File: config.mk
export PLATFORM = sky130hd
export DESIGN_NAME = iagc_top
export DESIGN_NICKNAME = d
export VERILOG_FILES = /design/src/hw/iagc_pkg.sv /design/src/hw/iagc_top.sv /design/src/hw/uart_tx.sv /design/src/hw/report_arbiter.sv /design/src/hw/report_framer.sv /design/src/hw/phase_detector.sv /design/src/hw/amplitude_detector.sv /design/src/hw/adc_front.sv
export VERILOG_INCLUDE_DIRS = /design/src /design/src/hw
export SDC_FILE = /design/constraint.sdc
export NUM_CORES = 1
export LEC_CHECK = 0
export ABC_AREA = 1
export BUFFER_PORTS_ARGS = -buffer_cell sky130_fd_sc_hd__buf_4
export CAP_MARGIN = 0
export CORE_UTILIZATION = 40
export CTS_BUF_LIST = sky130_fd_sc_hd__clkbuf_16
export DETAILED_ROUTE_END_ITERATION = 7
export SLEW_MARGIN = 15
export SYNTH_ARGS = -nofsm -noshare
export SYNTH_HDL_FRONTEND = slang
export SYNTH_SLANG_ARGS = --single-unit
File: constraint.sdc
create_clock -name i_clock -period 4.6 [get_ports i_clock]
set_clock_uncertainty 0.05 [all_clocks]
set_input_delay 0.46 -clock i_clock [delete_from_list [all_inputs] [get_ports i_clock]]
set_output_delay 0.46 -clock i_clock [all_outputs]
set_load 0.02 [all_outputs]
File: src/hw/iagc_settings.svh
`ifndef IAGC_SETTINGS_SVH
`define IAGC_SETTINGS_SVH

// sample widths
`define IAGC_CHANNEL_W 16
// ref channel in upper half, err channel in lower half
`define IAGC_WORD_W 32
`define IAGC_BYTE_W 8

// window lengths in gated samples
`define IAGC_AMPLITUDE_COUNT 256
`define IAGC_PHASE_COUNT 256

// serial line timing
`define IAGC_CLK_FREQ 100_000_000
`define IAGC_BAUDRATE 9_200
`define IAGC_CLKS_PER_BIT (`IAGC_CLK_FREQ / `IAGC_BAUDRATE)

// frame header bytes
`define IAGC_AMPLITUDE_HEADER 8'hA5
`define IAGC_PHASE_HEADER 8'h5A

`endif
File: src/hw/iagc_pkg.sv
`default_nettype none

`include "iagc_settings.svh"

package iagc_pkg;

  // one converter sample, both channels signed
  typedef struct packed {
    logic                              valid;
    logic signed [`IAGC_CHANNEL_W-1:0] ref_data;
    logic signed [`IAGC_CHANNEL_W-1:0] err_data;
  } sample_t;

  // peak magnitudes, ref goes out first
  typedef struct packed {
    logic [`IAGC_CHANNEL_W-1:0] ref_peak;
    logic [`IAGC_CHANNEL_W-1:0] err_peak;
  } amplitude_report_t;

  // flag in the top bit of the first payload byte
  typedef struct packed {
    logic        in_phase;
    logic [14:0] agree_count;
  } phase_report_t;

  // one byte of a frame with its handshake valid
  typedef struct packed {
    logic                    valid;
    logic [`IAGC_BYTE_W-1:0] data;
    logic                    last;
  } byte_stream_t;

endpackage

`default_nettype wire

File: src/hw/iagc_top.sv
`timescale 1ns/100ps
`default_nettype none

`include "iagc_settings.svh"

module iagc_top #(
  parameter int P_AMPLITUDE_COUNT = `IAGC_AMPLITUDE_COUNT,
  parameter int P_PHASE_COUNT     = `IAGC_PHASE_COUNT,
  parameter int P_CLKS_PER_BIT    = `IAGC_CLKS_PER_BIT
) (
  input  logic                    i_clock,
  input  logic                    i_arst_n,
  input  logic [`IAGC_WORD_W-1:0] i_adc_data,
  input  logic                    i_adc_data_valid,
  input  logic                    i_gate,
  output logic                    o_tx
);
  import iagc_pkg::*;

  // gated samples to both detectors
  sample_t                 sample;
  // detector reports
  amplitude_report_t       amp_report;
  logic                    amp_report_valid;
  phase_report_t           phase_report;
  logic                    phase_report_valid;
  // framed byte streams
  byte_stream_t            amp_stream;
  byte_stream_t            phase_stream;
  logic                    amp_ready;
  logic                    phase_ready;
  // arbiter to transmitter
  logic                    tx_valid;
  logic [`IAGC_BYTE_W-1:0] tx_data;
  logic                    tx_ready;

  adc_front u_adc_front (
    .i_clock         (i_clock),
    .i_arst_n        (i_arst_n),
    .i_adc_data      (i_adc_data),
    .i_adc_data_valid(i_adc_data_valid),
    .i_gate          (i_gate),
    .o_sample        (sample)
  );

  amplitude_detector #(
    .P_COUNT(P_AMPLITUDE_COUNT)
  ) u_amplitude_detector (
    .i_clock       (i_clock),
    .i_arst_n      (i_arst_n),
    .i_sample      (sample),
    .o_report      (amp_report),
    .o_report_valid(amp_report_valid)
  );

  phase_detector #(
    .P_COUNT(P_PHASE_COUNT)
  ) u_phase_detector (
    .i_clock       (i_clock),
    .i_arst_n      (i_arst_n),
    .i_sample      (sample),
    .o_report      (phase_report),
    .o_report_valid(phase_report_valid)
  );

  report_framer #(
    .T_PAYLOAD(amplitude_report_t),
    .P_HEADER (`IAGC_AMPLITUDE_HEADER)
  ) u_amp_framer (
    .i_clock        (i_clock),
    .i_arst_n       (i_arst_n),
    .i_payload      (amp_report),
    .i_payload_valid(amp_report_valid),
    .o_stream       (amp_stream),
    .i_ready        (amp_ready)
  );

  report_framer #(
    .T_PAYLOAD(phase_report_t),
    .P_HEADER (`IAGC_PHASE_HEADER)
  ) u_phase_framer (
    .i_clock        (i_clock),
    .i_arst_n       (i_arst_n),
    .i_payload      (phase_report),
    .i_payload_valid(phase_report_valid),
    .o_stream       (phase_stream),
    .i_ready        (phase_ready)
  );

  report_arbiter u_report_arbiter (
    .i_clock       (i_clock),
    .i_arst_n      (i_arst_n),
    .i_amp_stream  (amp_stream),
    .i_phase_stream(phase_stream),
    .o_amp_ready   (amp_ready),
    .o_phase_ready (phase_ready),
    .o_tx_valid    (tx_valid),
    .o_tx_data     (tx_data),
    .i_tx_ready    (tx_ready)
  );

  uart_tx #(
    .P_CLKS_PER_BIT(P_CLKS_PER_BIT)
  ) u_uart_tx (
    .i_clock (i_clock),
    .i_arst_n(i_arst_n),
    .i_valid (tx_valid),
    .i_data  (tx_data),
    .o_ready (tx_ready),
    .o_tx    (o_tx)
  );

endmodule

`default_nettype wire

File: src/hw/uart_tx.sv
`timescale 1ns/100ps
`default_nettype none

`include "iagc_settings.svh"

module uart_tx #(
  parameter int P_CLKS_PER_BIT = `IAGC_CLKS_PER_BIT
) (
  input  logic                    i_clock,
  input  logic                    i_arst_n,
  input  logic                    i_valid,
  input  logic [`IAGC_BYTE_W-1:0] i_data,
  output logic                    o_ready,
  output logic                    o_tx
);

  localparam int CNT_W = $clog2(P_CLKS_PER_BIT + 1);
  // start, data bits, stop
  localparam int LAST_BIT = `IAGC_BYTE_W + 1;

  logic                    busy;
  logic [CNT_W-1:0]        clk_cnt;
  logic [3:0]              bit_idx;
  // data bits then stop bit, shifted out lsb first
  logic [`IAGC_BYTE_W:0]   shift_q;
  logic                    accept;
  logic                    bit_end;

  assign o_ready = ~busy;
  assign accept  = ~busy & i_valid;
  assign bit_end = busy && (clk_cnt == CNT_W'(P_CLKS_PER_BIT - 1));

  always_ff @(posedge i_clock or negedge i_arst_n) begin
    if (!i_arst_n) begin
      busy    <= 1'b0;
      clk_cnt <= '0;
      bit_idx <= '0;
      o_tx    <= 1'b1;
    end else if (accept) begin
      // start bit goes out next cycle
      busy    <= 1'b1;
      clk_cnt <= '0;
      bit_idx <= '0;
      o_tx    <= 1'b0;
    end else if (bit_end) begin
      clk_cnt <= '0;
      if (bit_idx == 4'(LAST_BIT)) begin
        // stop bit done, line back to idle
        busy <= 1'b0;
        o_tx <= 1'b1;
      end else begin
        bit_idx <= bit_idx + 1'b1;
        o_tx    <= shift_q[0];
      end
    end else if (busy) begin
      clk_cnt <= clk_cnt + 1'b1;
    end
  end

  always_ff @(posedge i_clock) begin
    if (accept) begin
      shift_q <= {1'b1, i_data};
    end else if (bit_end) begin
      shift_q <= {1'b1, shift_q[`IAGC_BYTE_W:1]};
    end
  end

endmodule

`default_nettype wire

File: src/hw/report_arbiter.sv
`timescale 1ns/100ps
`default_nettype none

`include "iagc_settings.svh"

module report_arbiter (
  input  logic                    i_clock,
  input  logic                    i_arst_n,
  input  iagc_pkg::byte_stream_t  i_amp_stream,
  input  iagc_pkg::byte_stream_t  i_phase_stream,
  output logic                    o_amp_ready,
  output logic                    o_phase_ready,
  output logic                    o_tx_valid,
  output logic [`IAGC_BYTE_W-1:0] o_tx_data,
  input  logic                    i_tx_ready
);
  import iagc_pkg::*;

  // grant_sel 0 amplitude, 1 phase
  logic         grant_valid;
  logic         grant_sel;
  // phase served last after reset, so amplitude goes first
  logic         last_served;
  logic         next_sel;
  logic         frame_done;
  byte_stream_t granted;

  assign granted = grant_sel ? i_phase_stream : i_amp_stream;

  // forward only the granted stream
  assign o_tx_valid    = grant_valid & granted.valid;
  assign o_tx_data     = granted.data;
  assign o_amp_ready   = grant_valid & ~grant_sel & i_tx_ready;
  assign o_phase_ready = grant_valid & grant_sel & i_tx_ready;

  assign frame_done = o_tx_valid & i_tx_ready & granted.last;

  // round robin when both request
  always_comb begin
    if (i_amp_stream.valid && i_phase_stream.valid) begin
      next_sel = ~last_served;
    end else begin
      next_sel = i_phase_stream.valid;
    end
  end

  always_ff @(posedge i_clock or negedge i_arst_n) begin
    if (!i_arst_n) begin
      grant_valid <= 1'b0;
      grant_sel   <= 1'b0;
      last_served <= 1'b1;
    end else if (!grant_valid) begin
      grant_valid <= i_amp_stream.valid | i_phase_stream.valid;
      grant_sel   <= next_sel;
    end else if (frame_done) begin
      // release after the whole frame
      grant_valid <= 1'b0;
      last_served <= grant_sel;
    end
  end

endmodule

`default_nettype wire

File: src/hw/report_framer.sv
`timescale 1ns/100ps
`default_nettype none

`include "iagc_settings.svh"

module report_framer #(
  parameter type                     T_PAYLOAD = iagc_pkg::amplitude_report_t,
  parameter logic [`IAGC_BYTE_W-1:0] P_HEADER  = `IAGC_AMPLITUDE_HEADER
) (
  input  logic                   i_clock,
  input  logic                   i_arst_n,
  input  T_PAYLOAD               i_payload,
  input  logic                   i_payload_valid,
  output iagc_pkg::byte_stream_t o_stream,
  input  logic                   i_ready
);

  localparam int PAYLOAD_W = $bits(T_PAYLOAD);
  localparam int N_BYTES   = PAYLOAD_W / `IAGC_BYTE_W;
  // index 0 is the header, 1..N_BYTES the payload
  localparam int IDX_W     = $clog2(N_BYTES + 1);

  logic                 busy;
  logic [IDX_W-1:0]     idx;
  logic [PAYLOAD_W-1:0] payload_q;
  logic                 is_last;
  logic                 xfer;

  assign is_last = (idx == IDX_W'(N_BYTES));
  assign xfer    = busy & i_ready;

  // byte mux, msb of payload first
  always_comb begin
    o_stream.valid = busy;
    o_stream.last  = busy & is_last;
    if (idx == '0) begin
      o_stream.data = P_HEADER;
    end else begin
      o_stream.data = payload_q[`IAGC_BYTE_W * (N_BYTES - int'(idx)) +: `IAGC_BYTE_W];
    end
  end

  always_ff @(posedge i_clock or negedge i_arst_n) begin
    if (!i_arst_n) begin
      busy <= 1'b0;
      idx  <= '0;
    end else if (!busy) begin
      // reports arriving while busy are dropped
      busy <= i_payload_valid;
      idx  <= '0;
    end else if (xfer) begin
      if (is_last) begin
        busy <= 1'b0;
        idx  <= '0;
      end else begin
        idx <= idx + 1'b1;
      end
    end
  end

  // capture only when idle
  always_ff @(posedge i_clock) begin
    if (!busy && i_payload_valid) begin
      payload_q <= i_payload;
    end
  end

endmodule

`default_nettype wire

File: src/hw/phase_detector.sv
`timescale 1ns/100ps
`default_nettype none

`include "iagc_settings.svh"

module phase_detector #(
  parameter int P_COUNT = `IAGC_PHASE_COUNT
) (
  input  logic                    i_clock,
  input  logic                    i_arst_n,
  input  iagc_pkg::sample_t       i_sample,
  output iagc_pkg::phase_report_t o_report,
  output logic                    o_report_valid
);
  import iagc_pkg::*;

  localparam int CNT_W   = $clog2(P_COUNT + 1);
  // count field is everything below the flag
  localparam int AGREE_W = $bits(phase_report_t) - 1;

  logic [CNT_W-1:0]   cnt;
  logic [AGREE_W-1:0] agree_cnt;
  logic               agree;
  logic               window_end;
  phase_report_t      report_d;

  // sign bits match, zero counts as positive
  assign agree = (i_sample.ref_data[`IAGC_CHANNEL_W-1] == i_sample.err_data[`IAGC_CHANNEL_W-1]);

  assign window_end = i_sample.valid && (cnt == CNT_W'(P_COUNT - 1));

  // final count includes this sample
  always_comb begin
    report_d.agree_count = agree_cnt + AGREE_W'(agree);
    // in phase when at least 3/4 agree
    report_d.in_phase    = (4 * int'(report_d.agree_count)) >= (3 * P_COUNT);
  end

  always_ff @(posedge i_clock or negedge i_arst_n) begin
    if (!i_arst_n) begin
      cnt            <= '0;
      agree_cnt      <= '0;
      o_report_valid <= 1'b0;
    end else begin
      o_report_valid <= window_end;
      if (window_end) begin
        cnt       <= '0;
        agree_cnt <= '0;
      end else if (i_sample.valid) begin
        cnt       <= cnt + 1'b1;
        agree_cnt <= report_d.agree_count;
      end
    end
  end

  always_ff @(posedge i_clock) begin
    if (window_end) begin
      o_report <= report_d;
    end
  end

endmodule

`default_nettype wire

File: src/hw/amplitude_detector.sv
`timescale 1ns/100ps
`default_nettype none

`include "iagc_settings.svh"

module amplitude_detector #(
  parameter int P_COUNT = `IAGC_AMPLITUDE_COUNT
) (
  input  logic                        i_clock,
  input  logic                        i_arst_n,
  input  iagc_pkg::sample_t           i_sample,
  output iagc_pkg::amplitude_report_t o_report,
  output logic                        o_report_valid
);
  import iagc_pkg::*;

  localparam int CNT_W = $clog2(P_COUNT + 1);
  localparam logic [`IAGC_CHANNEL_W-1:0] MAG_SAT = {1'b0, {(`IAGC_CHANNEL_W - 1){1'b1}}};

  // abs value, most negative clips to full scale
  function automatic logic [`IAGC_CHANNEL_W-1:0] magnitude(
    input logic signed [`IAGC_CHANNEL_W-1:0] x
  );
    logic [`IAGC_CHANNEL_W-1:0] neg;
    neg = -x;
    if (!x[`IAGC_CHANNEL_W-1]) begin
      return x;
    end
    // negation overflowed
    if (neg[`IAGC_CHANNEL_W-1]) begin
      return MAG_SAT;
    end
    return neg;
  endfunction

  logic [CNT_W-1:0]  cnt;
  amplitude_report_t peak_q;
  amplitude_report_t peak_d;
  logic              window_end;

  // running maxima including the current sample
  always_comb begin
    peak_d.ref_peak = (magnitude(i_sample.ref_data) > peak_q.ref_peak) ?
                      magnitude(i_sample.ref_data) : peak_q.ref_peak;
    peak_d.err_peak = (magnitude(i_sample.err_data) > peak_q.err_peak) ?
                      magnitude(i_sample.err_data) : peak_q.err_peak;
  end

  assign window_end = i_sample.valid && (cnt == CNT_W'(P_COUNT - 1));

  always_ff @(posedge i_clock or negedge i_arst_n) begin
    if (!i_arst_n) begin
      cnt            <= '0;
      peak_q         <= '0;
      o_report_valid <= 1'b0;
    end else begin
      o_report_valid <= window_end;
      if (window_end) begin
        // start a fresh window
        cnt    <= '0;
        peak_q <= '0;
      end else if (i_sample.valid) begin
        cnt    <= cnt + 1'b1;
        peak_q <= peak_d;
      end
    end
  end

  // report held until the next window ends
  always_ff @(posedge i_clock) begin
    if (window_end) begin
      o_report <= peak_d;
    end
  end

endmodule

`default_nettype wire

File: src/hw/adc_front.sv
`timescale 1ns/100ps
`default_nettype none

`include "iagc_settings.svh"

module adc_front (
  input  logic                    i_clock,
  input  logic                    i_arst_n,
  input  logic [`IAGC_WORD_W-1:0] i_adc_data,
  input  logic                    i_adc_data_valid,
  input  logic                    i_gate,
  output iagc_pkg::sample_t       o_sample
);

  // two-stage gate synchronizer
  logic                    gate_meta;
  logic                    gate_sync;
  // registered strobe and word
  logic                    strobe_q;
  logic [`IAGC_WORD_W-1:0] word_q;

  always_ff @(posedge i_clock or negedge i_arst_n) begin
    if (!i_arst_n) begin
      gate_meta <= 1'b0;
      gate_sync <= 1'b0;
      strobe_q  <= 1'b0;
    end else begin
      gate_meta <= i_gate;
      gate_sync <= gate_meta;
      strobe_q  <= i_adc_data_valid;
    end
  end

  // word only loads on a strobe
  always_ff @(posedge i_clock) begin
    if (i_adc_data_valid) begin
      word_q <= i_adc_data;
    end
  end

  // only gated samples count downstream
  assign o_sample.valid    = strobe_q & gate_sync;
  assign o_sample.ref_data = $signed(word_q[`IAGC_WORD_W-1 -: `IAGC_CHANNEL_W]);
  assign o_sample.err_data = $signed(word_q[`IAGC_CHANNEL_W-1:0]);

endmodule

`default_nettype wire

Word-level counts from Yosys, hierarchy flattened
Cells that the tools add are included.
{"block": "word_totals", "regBits": 236, "elab_cells": 143}
{"block": "classes", "n_addsub": 11, "magnitude_cmp": 3, "eq_ne": 10, "shifts": 2, "n_mux": 54, "bitwise_logic": 16, "n_reduce_logical": 18}
{"op": "$mux 16", "count": 10}
{"op": "$mux 32", "count": 2}
{"op": "$mux 14", "count": 3}
{"op": "$mux 9", "count": 4}
{"op": "$gt 16x16->1", "count": 2}
{"op": "$mux 8", "count": 4}
{"op": "$neg 16->16", "count": 2}
{"op": "$shiftx 16x32->8", "count": 1}
{"op": "$shiftx 32x32->8", "count": 1}
{"op": "$mux 15", "count": 2}
{"op": "$mux 1", "count": 19}
{"op": "$add 9x1->9 const B", "count": 2}
{"op": "$eq 9x8->1 const B", "count": 2}
{"op": "$ge 17x10->1 const B", "count": 1}
{"op": "$add 15x1->15", "count": 1}
{"op": "$add 14x1->14 const B", "count": 1}
{"op": "$eq 14x14->1 const B", "count": 1}
{"op": "$and 1x1->1", "count": 12}
{"op": "$mux 4", "count": 3}
{"op": "$mux 10", "count": 1}
{"op": "$mux 3", "count": 3}
{"op": "$reduce_bool 2->1", "count": 4}
{"op": "$logic_and 1x1->1", "count": 6}
{"op": "$mux 2", "count": 3}
{"op": "18 further kinds", "count": 24}

Longest topological paths before layout
Gate-level depths: netlist of run 1.
{"block": "depth", "depth_word": 9, "ltp_mapped": 23, "mapped_depth_nobuf": 22}

Hierarchy
From an unflattened synthesis of run 1, not the netlist that was laid out.
{"block": "hier_totals", "hier_cells": 1464, "hier_area_um2": 12652.1}
{"module": "amplitude_detector", "n_inst": 1, "cells_per_inst": 706, "area_per_inst_um2": 5216.3, "seq_area_each_um2": 2011.9}
{"module": "phase_detector", "n_inst": 1, "cells_per_inst": 204, "area_per_inst_um2": 1899.3, "seq_area_each_um2": 1106.1}
{"module": "report_framer at u_amp_framer", "n_inst": 1, "cells_per_inst": 164, "area_per_inst_um2": 1664.1, "seq_area_each_um2": 1061.0}
{"module": "uart_tx", "n_inst": 1, "cells_per_inst": 212, "area_per_inst_um2": 1654.1, "seq_area_each_um2": 742.0}
{"module": "adc_front", "n_inst": 1, "cells_per_inst": 37, "area_per_inst_um2": 1043.5, "seq_area_each_um2": 1036.0}
{"module": "report_framer at u_phase_framer", "n_inst": 1, "cells_per_inst": 92, "area_per_inst_um2": 903.4, "seq_area_each_um2": 555.5}
{"module": "report_arbiter", "n_inst": 1, "cells_per_inst": 49, "area_per_inst_um2": 271.5, "seq_area_each_um2": 76.3}

Worst setup path before layout of run 1
OpenSTA, ideal clock, no wires.
{"block": "synth_timing", "path_type": "register to register", "start": "register u_amplitude_detector.cnt[1]", "end": "register u_amplitude_detector.o_report[0] in the netlist's numbering (enable)", "setup_ns": 0.511, "arrival_time_ns": 4.252, "required_time_ns": 4.039, "slack_ns": -0.213, "stages_incl_launch_ff": 6, "n_path_buf": 0, "period_less_slack_ns": 4.813, "path_cell_list": "dfrtp_1 ha_1 inv_1 nor3_1 nand4_1 nor4_1"}
{"block": "synth_via", "elab_chain_cells": 2}
{"item": "start, declared", "line_no": "amplitude_detector.sv:36", "source": "logic [CNT_W-1:0] cnt;"}
{"item": "start signal, assigned", "line_no": "amplitude_detector.sv:63", "source": "cnt <= cnt + 1'b1;"}
{"item": "$eq 9x8->1", "line_no": "amplitude_detector.sv:49", "source": "assign window_end = i_sample.valid && (cnt == CNT_W'(P_COUNT - 1));"}
{"item": "$logic_and 1x1->1", "line_no": "amplitude_detector.sv:49"}
{"item": "via u_amplitude_detector.window_end", "line_no": "amplitude_detector.sv:39", "source": "logic window_end;"}
{"item": "end signal, assigned", "line_no": "amplitude_detector.sv:72", "source": "o_report <= peak_d;"}
{"item": "end, declared", "line_no": "amplitude_detector.sv:12", "source": "output iagc_pkg::amplitude_report_t o_report,"}
The timed path passes the listed nets, and every way through them passes these cells.
A chain may end at the register's enable or synchronous reset.

==> flow_summary_export.csv, run 1 <==
group,metric,value,unit
status,status,"complete, no violations",
critical_path,critical_path_class,"reg -> reg",
synth,avgSynthCellArea,9.12,um^2
synth,synth_seq_cells,236,
global_route,gr-usage-all-layers,0.153,
clocking,post_cts_buffers,0,
synth,ys_seq_area_frac,0.557,
sta,tns,0,ns
layout,drive_above_1_share,0.0844,
synth,syn-cell-area,11800,um^2
pwr,vdd_drop_max,0.000303,V
pwr,p_int,4440,uW
pwr,cellPowerDensity,468,nW/um^2
placement,numPortBuffers,36,
sta,min_period_over_period,0.799,
synth,syn_nets,1383,
die,rows,62,
pwr,clockPowerShare,0.351,
routing,ant_nets,0,
clocking,clock_latency,0.54,ns
routing,top_layer_used,"met4",
critical_path,worstPathArrival,3.91,ns
critical_path,cp-start-kind,"register",
critical_path,cp-end-kind,"register",
die,num_io_pins,37,
global_route,grt_pass1_wl,38500,um
global_route,overflow,0,
synth,async_flop_share,0.424,
hold_path,hold_class,"in -> reg",
sta,tightest_slew,0.749,ns
pwr,p_leak,0.00603,uW
routing,drt-total-wl,22500,um
routing,viasPerCell,4.84,
routing,num_vias,8457,
die,die_y,174,um
layout,n_antenna_cell,0,
sta,fin_ws,0.923,ns
layout,syn_to_final_growth,13.8,%
placement,dpl_worst_slack,0.930,ns
die,start_util,0.409,
sta,slew_headroom,0.500,
global_route,grt_max_degree,55,
sta,max_freq,272,MHz
global_route,grt_pass1_vias,8088,
pwr,switching_share,0.295,
clocking,numCtsBuffers,28,
synth,yosys_warnings,0,
synth,synth_ff_type,"edfxtp_1",
sta,rsz0062_at_grt,"no",
sta,period_needed,3.68,ns
clocking,cts-resized-gates,0,
critical_path,required,4.84,ns
placement,dp_hpwl,16200,um
synth,synth-edff-count,136,
clocking,htreeDepth,1,
die,core_region_area,28900,um^2
routing,drc,0,
sta,finalSetupViolCount,0,
synth,syn_inst,1298,
sta,hold_viol,0,
pwr,p_sw,1860,uW
clocking,hold_buffers,2,
layout,fin_util,0.466,
sta,slew_violations,0,
routing,wl_met1,10600,um
clocking,clock_sinks,236,
routing,wl_met2,10400,um
routing,drt-initial-drc-count,684,
routing,dr.pass1.iters,7,
layout,nets,1425,
global_route,antenna_found_initial,0,
placement,routabilityCongestion,0.866,
routing,met3_length,942,um
clocking,cts_tree,"yes",
run,drv_cap,0,
pwr,pwr-share-comb,0.225,
die,die_area,30300,um^2
pwr,p_seq_frac,0.425,
synth,yosys.cell_types.count,42,
die,die_w,174,um
clocking,path_clk_slew,0.06,ns
critical_path,rr_worst_depth,18,
critical_path,path_max_fanout,21,
clocking,clk_path_buf_depth,3,
hold_path,whs_path_depth,1,
clocking,clock-root-buffer,"clkbuf_16",
routing,avgRoutedWirePerCell,12.9,um
layer usage:
layer  up-vias  GRT usage
met5         -          0
met4         0     0.0409
met3        33     0.0245
met2       164      0.253
met1      3893      0.208
li1       4367          -
power by group through the flow:
stage | registers (uW) | clock network (uW) | logic (uW)
final | 2680 | 2210 | 1410
after global routing | 2710 | 2360 | 1660
after CTS | 2670 | 2280 | 1420
after detailed placement | 2710 | 0 | 1420
after global placement | 2710 | 0 | 1370
after floorplan | 2670 | 0 | 1110
worst max-delay path, stage by stage (launching register included):
cell      delay [ns]
edfxtp_1        0.74
nand2_1         0.11
nor2_1          0.11
nand3_1         0.30
nand2_1         0.13
o21ai_0         0.15
inv_1           0.11
ha_1            0.24
nand2_1         0.08
nand2_1         0.06
nand2_1         0.06
nand2_1         0.06
nand2_1         0.06
nand2_1         0.05
nand2_1         0.07
nand2_1         0.23
nand2_1         0.50
nand2_1         0.14
and2_1          0.19
registers in the layout, indices dropped and copies added (netlist names), 8 cells and up:
| signal | flops |
|---|---|
| u_phase_detector.o_report | 16 |
| u_amp_framer.payload_q | 32 |
| u_amplitude_detector.peak_q | 32 |
| u_phase_framer.payload_q | 16 |
| u_amplitude_detector.cnt | 9 |
| u_uart_tx.shift_q | 8 |
| u_amplitude_detector.o_report | 32 |
| u_phase_detector.agree_cnt | 15 |
| u_phase_detector.cnt | 9 |
| u_adc_front.word_q | 32 |
| u_uart_tx.clk_cnt | 14 |
area by class of cell:
type | instances | area, um^2
clock buffer | 31 | 776
clock inverter | 21 | 175
fill | 2713 | 15500
inverter | 181 | 679
multi-input combinational | 847 | 4420
sequential | 236 | 6590
tap | 384 | 480
timing repair buffer | 46 | 350
kinds of logic after synthesis:
kind of cell | count (synthesis) | synth area share
compound gates | 137 | 0.0637
flops | 236 | 0.557
simple gates | 635 | 0.237
fa+ha+maj | 49 | 0.0518
xor+xnor | 26 | 0.0192
buf+inv | 215 | 0.0711
metrics by stage:
step | instance area [um^2] | total power (uW) | instances | hold slack, ns
6_report | 13500 | 6300 | 1746 | 0.0570
5_1_grt | 13500 | 6720 | 1746 | 0.0265
4_1_cts | 13500 | 6370 | 1746 | 0.0270
3_5_place_dp | 12500 | 4130 | 1692 | 0.268
3_3_place_gp | 12500 | 4080 | 1692 | 0.267
2_1_floorplan | 11800 | 3780 | 1298 | 0.114
synthesized netlist by cell type, types with 6 or more instances:
master | n | area (um^2)
o21ai_0 | 54 | 270
nand4_1 | 15 | 93.8
dfrtp_1 | 98 | 2450
a31oi_1 | 6 | 37.5
nand2_1 | 286 | 1070
buf_2 | 15 | 75.1
inv_1 | 173 | 649
nor2_1 | 123 | 462
nand3_1 | 129 | 646
ha_1 | 49 | 613
clkbuf_1 | 16 | 60.1
edfxtp_1 | 136 | 4080
nor3_1 | 25 | 125
a21oi_1 | 49 | 245
and2_1 | 30 | 188
xor2_1 | 22 | 193
cell usage in the layout (no fill, tap or decap), types with 22 or more instances in the layout:
cell,n
a21oi_1,49
and2_1,30
buf_4,44
clkbuf_16,31
dfrtp_1,98
edfxtp_1,136
ha_1,49
inv_1,178
nand2_1,286
nand3_1,129
nor2_1,122
nor3_1,25
o21ai_0,54
xor2_1,22
worst paths after layout:
kind / slack, ns / end / from
max in group asynchronous: 3.25 / u_adc_front.gate_sync / i_arst_n
min: 0.06 / u_adc_front.word_q[19] / i_adc_data[19]
min reg2reg: 0.30 / u_adc_front.gate_sync / u_adc_front.gate_meta
max reg2reg: 0.92 / u_amplitude_detector.o_report[11] / u_adc_front.word_q[15]
min in group asynchronous: 0.25 / u_uart_tx.busy / i_arst_n
max: 0.92 / u_amplitude_detector.o_report[11] / u_adc_front.word_q[15]
(Power assumes the default switching activity.)
==> run 2, diff against run 1 <==
--- a/config.mk
+++ b/config.mk
@@ -6,7 +6,7 @@
 export SDC_FILE = /design/constraint.sdc
 export NUM_CORES = 1
 export LEC_CHECK = 0
-export ABC_AREA = 1
+export ABC_AREA = 0
 export BUFFER_PORTS_ARGS = -buffer_cell sky130_fd_sc_hd__buf_4
 export CAP_MARGIN = 0
 export CORE_UTILIZATION = 40
==> constraint.sdc (replaced) <==
create_clock -name i_clock -period 3.7 [get_ports i_clock]
set_clock_uncertainty 0.05 [all_clocks]
set_input_delay 0.37 -clock i_clock [delete_from_list [all_inputs] [get_ports i_clock]]
set_output_delay 0.37 -clock i_clock [all_outputs]
set_load 0.02 [all_outputs]
==> run 2 against run 1 <==
  * The flow now finishes with violations (setup timing)
  * Hold slack better by 0.068 ns
  * Critical endpoint is now u_amplitude_detector.o_report[4]
  * Wire length up 4.9%
  * Register-to-register slack worse by 0.98 ns
  * Clock-buffer cell count shrank 4
  * Largest power group unchanged
  * Highest routed layer unchanged
  * Combinational power rose by 52%
==> flow_summary_export.csv, run 2 <==
group,metric,value,unit
global_route,grt_pass1_wl,38400,um
global_route,overflow,0,
layout,final_cell_mix,"145 x buf_4, 136 x edfxtp_1, 98 x dfrtp_1",
critical_path,r2r-start,"u_adc_front.word_q[10]",
die,die_y,171,um
synth,synthTopCellsByCount,"136 x edfxtp_1, 98 x dfrtp_1, 74 x nand2_1, 63 x inv_1, 53 x nor2_1",
critical_path,required,3.93,ns
sta,slew_headroom,0.401,
routing,drc,0,
layout,drive_above_1_share,0.253,
die,die_w,171,um
hold_path,hold_class,"in -> reg",
sta,hold_viol,0,
global_route,grt_max_degree,63,
sta,rsz0062_at_grt,"yes",
synth,synth-edff-count,136,
synth,yosys.cell_types.count,67,
placement,routabilityCongestion,0.821,
sta,min_period_over_period,1.01,
critical_path,cp-end-kind,"register",
critical_path,crit_slowest_cell,"or4_4",
clocking,clock_latency,0.53,ns
critical_path,critical_path_class,"reg -> reg",
pwr,p_leak,0.00579,uW
die,core_region_area,27900,um^2
sta,tns,-0.359,ns
layout,syn_to_final_growth,27.2,%
placement,dp_hpwl,15800,um
synth,synth_seq_cells,236,
sta,fin_ws,-0.0531,ns
layout,fillCellCount,2427,
sta,finalSetupViolCount,13,
placement,placedInstanceArea,12700,um^2
placement,numPortBuffers,36,
status,violations,"setup timing",
synth,async_flop_share,0.424,
critical_path,critical_path.cell_chain,"or4_4 > or2_4 > or3_4 > a31o_4 > inv_4 > ha_4 > nor2b_4 > o211ai_1 > a21oi_2 > o31a_1 > buf_6 > mux2_4",
synth,synth_top_area_cell,"edfxtp_1",
sta,timing.hold.ws,0.125,ns
global_route,gr-usage-all-layers,0.164,
clocking,clk_path_buf_depth,3,
layout,nets,1213,
critical_path,cp-start-kind,"register",
routing,ant_nets,0,
clocking,htreeDepth,1,
synth,synth_most_common_cell,"edfxtp_1",
sta,max_freq,266,MHz
routing,avgRoutedWirePerCell,15.4,um
critical_path,critPathMaxStageDelay,0.58,ns
synth,synth_top_area_frac,0.358,
synth,syn_inst,949,
routing,drt-initial-drc-count,435,
pwr,vdd_drop_max,0.000373,V
die,start_util,0.409,
critical_path,rr_worst_depth,12,
synth,syn_nets,1034,
layout,finalInstanceArea,14500,um^2
routing,viasPerCell,5.12,
synth,yosys_warnings,0,
placement,dpl_worst_slack,-0.213,ns
layout,mostFrequentLayoutCell,"buf_4",
clocking,path_clk_slew,0.06,ns
critical_path,timing.rr.end,"u_amplitude_detector.o_report[4]",
layout,n_antenna_cell,0,
synth,syn-cell-area,11400,um^2
routing,dr.pass1.iters,5,
die,die_area,29200,um^2
critical_path,worstPathArrival,3.98,ns
sta,slew_violations,0,
run,drv_cap,0,
global_route,antenna_found_initial,0,
critical_path,crit_path_end,"u_amplitude_detector.o_report[4]",
critical_path,crit_start,"u_adc_front.word_q[10]",
pwr,cellPowerDensity,549,nW/um^2
clocking,clock-root-buffer,"clkbuf_16",
sta,tightest_slew,0.898,ns
layout,fin_util,0.520,
critical_path,path_max_fanout,6,
sta,period_needed,3.75,ns
clocking,numCtsBuffers,26,
synth,ys_seq_area_frac,0.577,
die,rows,61,
synth,synth_ff_type,"edfxtp_1",
synth,avgSynthCellArea,12.0,um^2
critical_path,r2r_slack,-0.05,ns
routing,drt-total-wl,23600,um
clocking,clock_sinks,236,
die,num_io_pins,37,
synth,synth_area_leaders,"edfxtp_1 36%, dfrtp_1 21%, ha_1 5.4%",
status,status,"finished, violations left",
clocking,cts_tree,"yes",
routing,num_vias,7810,
global_route,grt_pass1_vias,7586,
==> run 2: cell count changes after synthesis, sizes merged, moves of 17 or more <==
cell	previous run	this run
o21ai	61	37
mux2i	0	24
nor2	130	53
inv	178	63
nand3	130	29
and2	30	9
clkbuf	16	33
xnor2	4	27
nand2	288	74
==> run 2: how the worst min path moves through the flow <==
stage,from,to,slack (ns),depth (start not counted)
after floorplan,i_arst_n,u_adc_front.gate_meta,0.02,0
after global placement,u_adc_front.gate_meta,u_adc_front.gate_sync,0.28,0
after detailed placement,u_adc_front.gate_meta,u_adc_front.gate_sync,0.29,0
after CTS,i_adc_data_valid,u_adc_front.strobe_q,0.11,1
after global routing,i_adc_data_valid,u_adc_front.strobe_q,0.14,1
final,i_adc_data_valid,u_adc_front.strobe_q,0.13,1
==> run 2: power breakdown <==
part / switching, uW / internal (uW) / total, uW
sequential: 179 / 3100 / 3280
combinational: 1040 / 1120 / 2150
clock: 1010 / 1520 / 2540
==> run 2: area by class of cell <==
class	count	area (um^2)	area share
inverter	63	239	0.0165
timing repair buffer	192	1590	0.109
multi-input combinational	609	4780	0.329
sequential	236	6590	0.454
clock buffer	27	676	0.0465
tap	378	473	0.0326
clock inverter	21	171	0.0118
==> run 2: per-stage QoR <==
stage | power [uW] | cells
after floorplan | 4490 | 949
after global placement | 5030 | 1406
after detailed placement | 5070 | 1406
after CTS | 7740 | 1506
after global routing | 8380 | 1526
final | 7970 | 1526
==> run 2: kinds of logic after synthesis <==
family          Yosys count  share of synthesized area
simple gates            274                      0.125
flops                   236                      0.577
compound gates          178                      0.110
buf+inv                 106                     0.0372
xor+xnor                 58                     0.0445
fa+ha+maj                49                     0.0537
mux                      48                     0.0526
==> run 2: worst max-delay path: cells and delay by family (launching register included) <==
kind,cells,cell delay (ns)
muxes,1,0.29
and+or+nand+nor,4,1.43
buffers and inverters,2,0.22
AOI/OAI and AO/OA,4,0.94
adders and majority gates,1,0.19
DFF,1,0.38
==> run 2: metal layers <==
metal	GRT usage	vias up	wire length (um)	share of wire
li1	-	3869	-	-
met4	0.0470	0	589	0.025
met5	0	-	0	0
met1	0.217	3788	10700	0.46
met2	0.281	115	11600	0.49
met3	0.0231	38	691	0.029
==> run 2: timing repair <==
| item | 4_1_cts | 5_1_grt |
|---|---|---|
| setup endpoints to repair | 33 | 55 |
| hold buffers | 34 | 0 |
| cloned | 2 | 1 |
| pin swaps | 10 | 35 |
| gates resized for setup | 17 | 60 |
| buffers inserted | 17 | 19 |
| endpoints found under the hold margin | 92 | 0 |
==> run 3, diff against run 2 <==
--- a/config.mk
+++ b/config.mk
@@ -12,6 +12,7 @@
 export CORE_UTILIZATION = 40
 export CTS_BUF_LIST = sky130_fd_sc_hd__clkbuf_16
 export DETAILED_ROUTE_END_ITERATION = 7
+export PLACE_DENSITY = 0.53
 export SLEW_MARGIN = 15
 export SYNTH_ARGS = -nofsm -noshare
 export SYNTH_HDL_FRONTEND = slang
==> run 3 against run 2 <==
  * The run now ends clean
  * Clock-buffer cell count stayed put
  * Flip-flop and latch count stayed put
  * Final area decreased by 2.1%
  * Combinational power shrank 8%
  * Clock power is 2% lower
  * First-iteration DRC count is 23% lower
  * Critical path type unchanged
==> flow_summary_export.csv, run 3 (same netlist as run 2, synthesis figures left out) <==
group,metric,value,unit
sta,finalSetupViolCount,0,
critical_path,path_max_fanout,17,
sta,tightest_slew,0.843,ns
global_route,overflow,0,
global_route,grt_pass1_vias,7457,
pwr,cellPowerDensity,544,nW/um^2
die,start_util,0.409,
pwr,p_leak,0.00563,uW
pwr,p_int,5570,uW
routing,drc,0,
sta,min_period_over_period,0.996,
clocking,cts_tree,"yes",
critical_path,timing.rr.end,"u_amplitude_detector.o_report[10]",
sta,slew_violations,0,
routing,avgRoutedWirePerCell,15.2,um
die,core_region_area,27900,um^2
critical_path,r2r_slack,0.01,ns
placement,place_inst,1407,
clocking,numCtsBuffers,27,
layout,n_antenna_cell,0,
routing,ant_nets,0,
critical_path,rr_worst_depth,11,
placement,numPortBuffers,36,
layout,mostFrequentLayoutCell,"edfxtp_1",
pwr,p_seq_frac,0.424,
sta,period_needed,3.69,ns
layout,drive_above_1_share,0.230,
layout,fin_cells,1501,
die,die_y,171,um
pwr,switching_share,0.280,
global_route,grt_pass1_wl,37500,um
pwr,pwr-share-comb,0.255,
clocking,clk_path_buf_depth,3,
status,status,"complete, no violations",
critical_path,cp-end-kind,"register",
critical_path,worstPathArrival,3.91,ns
layout,final_cell_mix,"136 x edfxtp_1, 126 x buf_4, 98 x dfrtp_1",
clocking,clock-root-buffer,"clkbuf_16",
global_route,gr-usage-all-layers,0.161,
pwr,p_sw,2170,uW
routing,dr.pass1.iters,5,
critical_path,r2r-start,"u_adc_front.word_q[3]",
pwr,vdd_drop_max,0.000444,V
global_route,antenna_found_initial,0,
sta,rsz0062_at_grt,"yes",
layout,fin_util,0.509,
routing,drt-total-wl,22800,um
die,num_io_pins,37,
layout,syn_to_final_growth,24.5,%
sta,tns,0,ns
sta,slew_headroom,0.438,
routing,num_vias,7550,
placement,routabilityCongestion,0.820,
placement,dp_hpwl,16200,um
clocking,path_clk_slew,0.06,ns
hold_path,hold_class,"in -> reg",
clocking,clock_latency,0.53,ns
die,die_w,171,um
sta,hold_viol,0,
pwr,clockPowerShare,0.321,
die,rows,61,
critical_path,crit_path_end,"u_amplitude_detector.o_report[10]",
hold_path,holdCritStartpoint,"i_adc_data_valid",
run,drv_cap,0,
critical_path,crit_start,"u_adc_front.word_q[3]",
routing,drt-initial-drc-count,337,
critical_path,cp-start-kind,"register",
critical_path,critical_path_class,"reg -> reg",
clocking,clock_sinks,236,
global_route,grt_max_degree,60,
die,die_area,29200,um^2
routing,viasPerCell,5.03,
sta,max_freq,271,MHz
clocking,htreeDepth,1,
layout,nets,1187,
critical_path,required,3.92,ns
[run 3: cell type report]
class / instances / area (um^2)
fillers: 2492 / 13700
flip-flops and latches: 236 / 6590
multi-input cells: 608 / 4680
repair buffers: 166 / 1390
clock buffers: 27 / 676
well taps: 378 / 473
inverters: 63 / 236
clock inverters: 23 / 165
[run 3: what timing repair did]
item | CTS | global route
hold endpoints to repair | 89 | 0
buffers inserted | 5 | 4
gates cloned | 1 | 0
endpoints found under the setup margin | 39 | 58
hold buffers | 34 | 0
pin swaps | 5 | 10
gates resized for setup | 17 | 31
[run 3: worst min-delay path by stage]
stage / slack (ns) / endpoint / cells past startpoint
floorplan: 0.02 / u_adc_front.gate_meta / 0
global placement: 0.28 / u_adc_front.gate_sync / 0
detailed placement: 0.28 / u_adc_front.gate_sync / 0
CTS: 0.10 / u_adc_front.strobe_q / 1
global route: 0.14 / u_adc_front.strobe_q / 1
finish: 0.12 / u_adc_front.strobe_q / 1
[run 3: routing by layer]
| layer | up-vias | routed length [um] | GRT usage |
|---|---|---|---|
| met5 | - | 0 | 0 |
| met4 | 0 | 673 | 0.0551 |
| met3 | 39 | 564 | 0.0199 |
| met2 | 104 | 10800 | 0.273 |
| met1 | 3603 | 10800 | 0.212 |
| li1 | 3804 | - | - |
[run 3: critical path: stages, from the launching register on]
cell and delay, ns:
edfxtp_1 0.38, or3_4 0.43, or3_4 0.41, or3_2 0.54
buf_4 0.16, nand2_1 0.10, ha_1 0.26, and4_1 0.22
nand4_1 0.14, o31a_1 0.21, buf_12 0.18, mux2_2 0.35
[run 3: through the flow]
| step | setup slack (ns) | power (uW) | instance area [um^2] | hold slack (ns) |
|---|---|---|---|---|
| 5_1_grt | -0.138 | 8170 | 14200 | 0.137 |
| 6_report | 0.0140 | 7730 | 14200 | 0.124 |
| 3_5_place_dp | -0.176 | 5090 | 12700 | 0.285 |
| 2_1_floorplan | -0.0754 | 4490 | 11500 | 0.0244 |
| 3_3_place_gp | -0.110 | 5060 | 12700 | 0.283 |
| 4_1_cts | 0.000468 | 7740 | 14000 | 0.105 |
[run 3: power groups by stage]
stage / registers [uW] / clock network [uW] / logic, uW
6_report: 3280 / 2490 / 1970
5_1_grt: 3310 / 2660 / 2200
4_1_cts: 3270 / 2580 / 1890
3_5_place_dp: 3320 / 0 / 1770
3_3_place_gp: 3310 / 0 / 1740
2_1_floorplan: 3270 / 0 / 1220
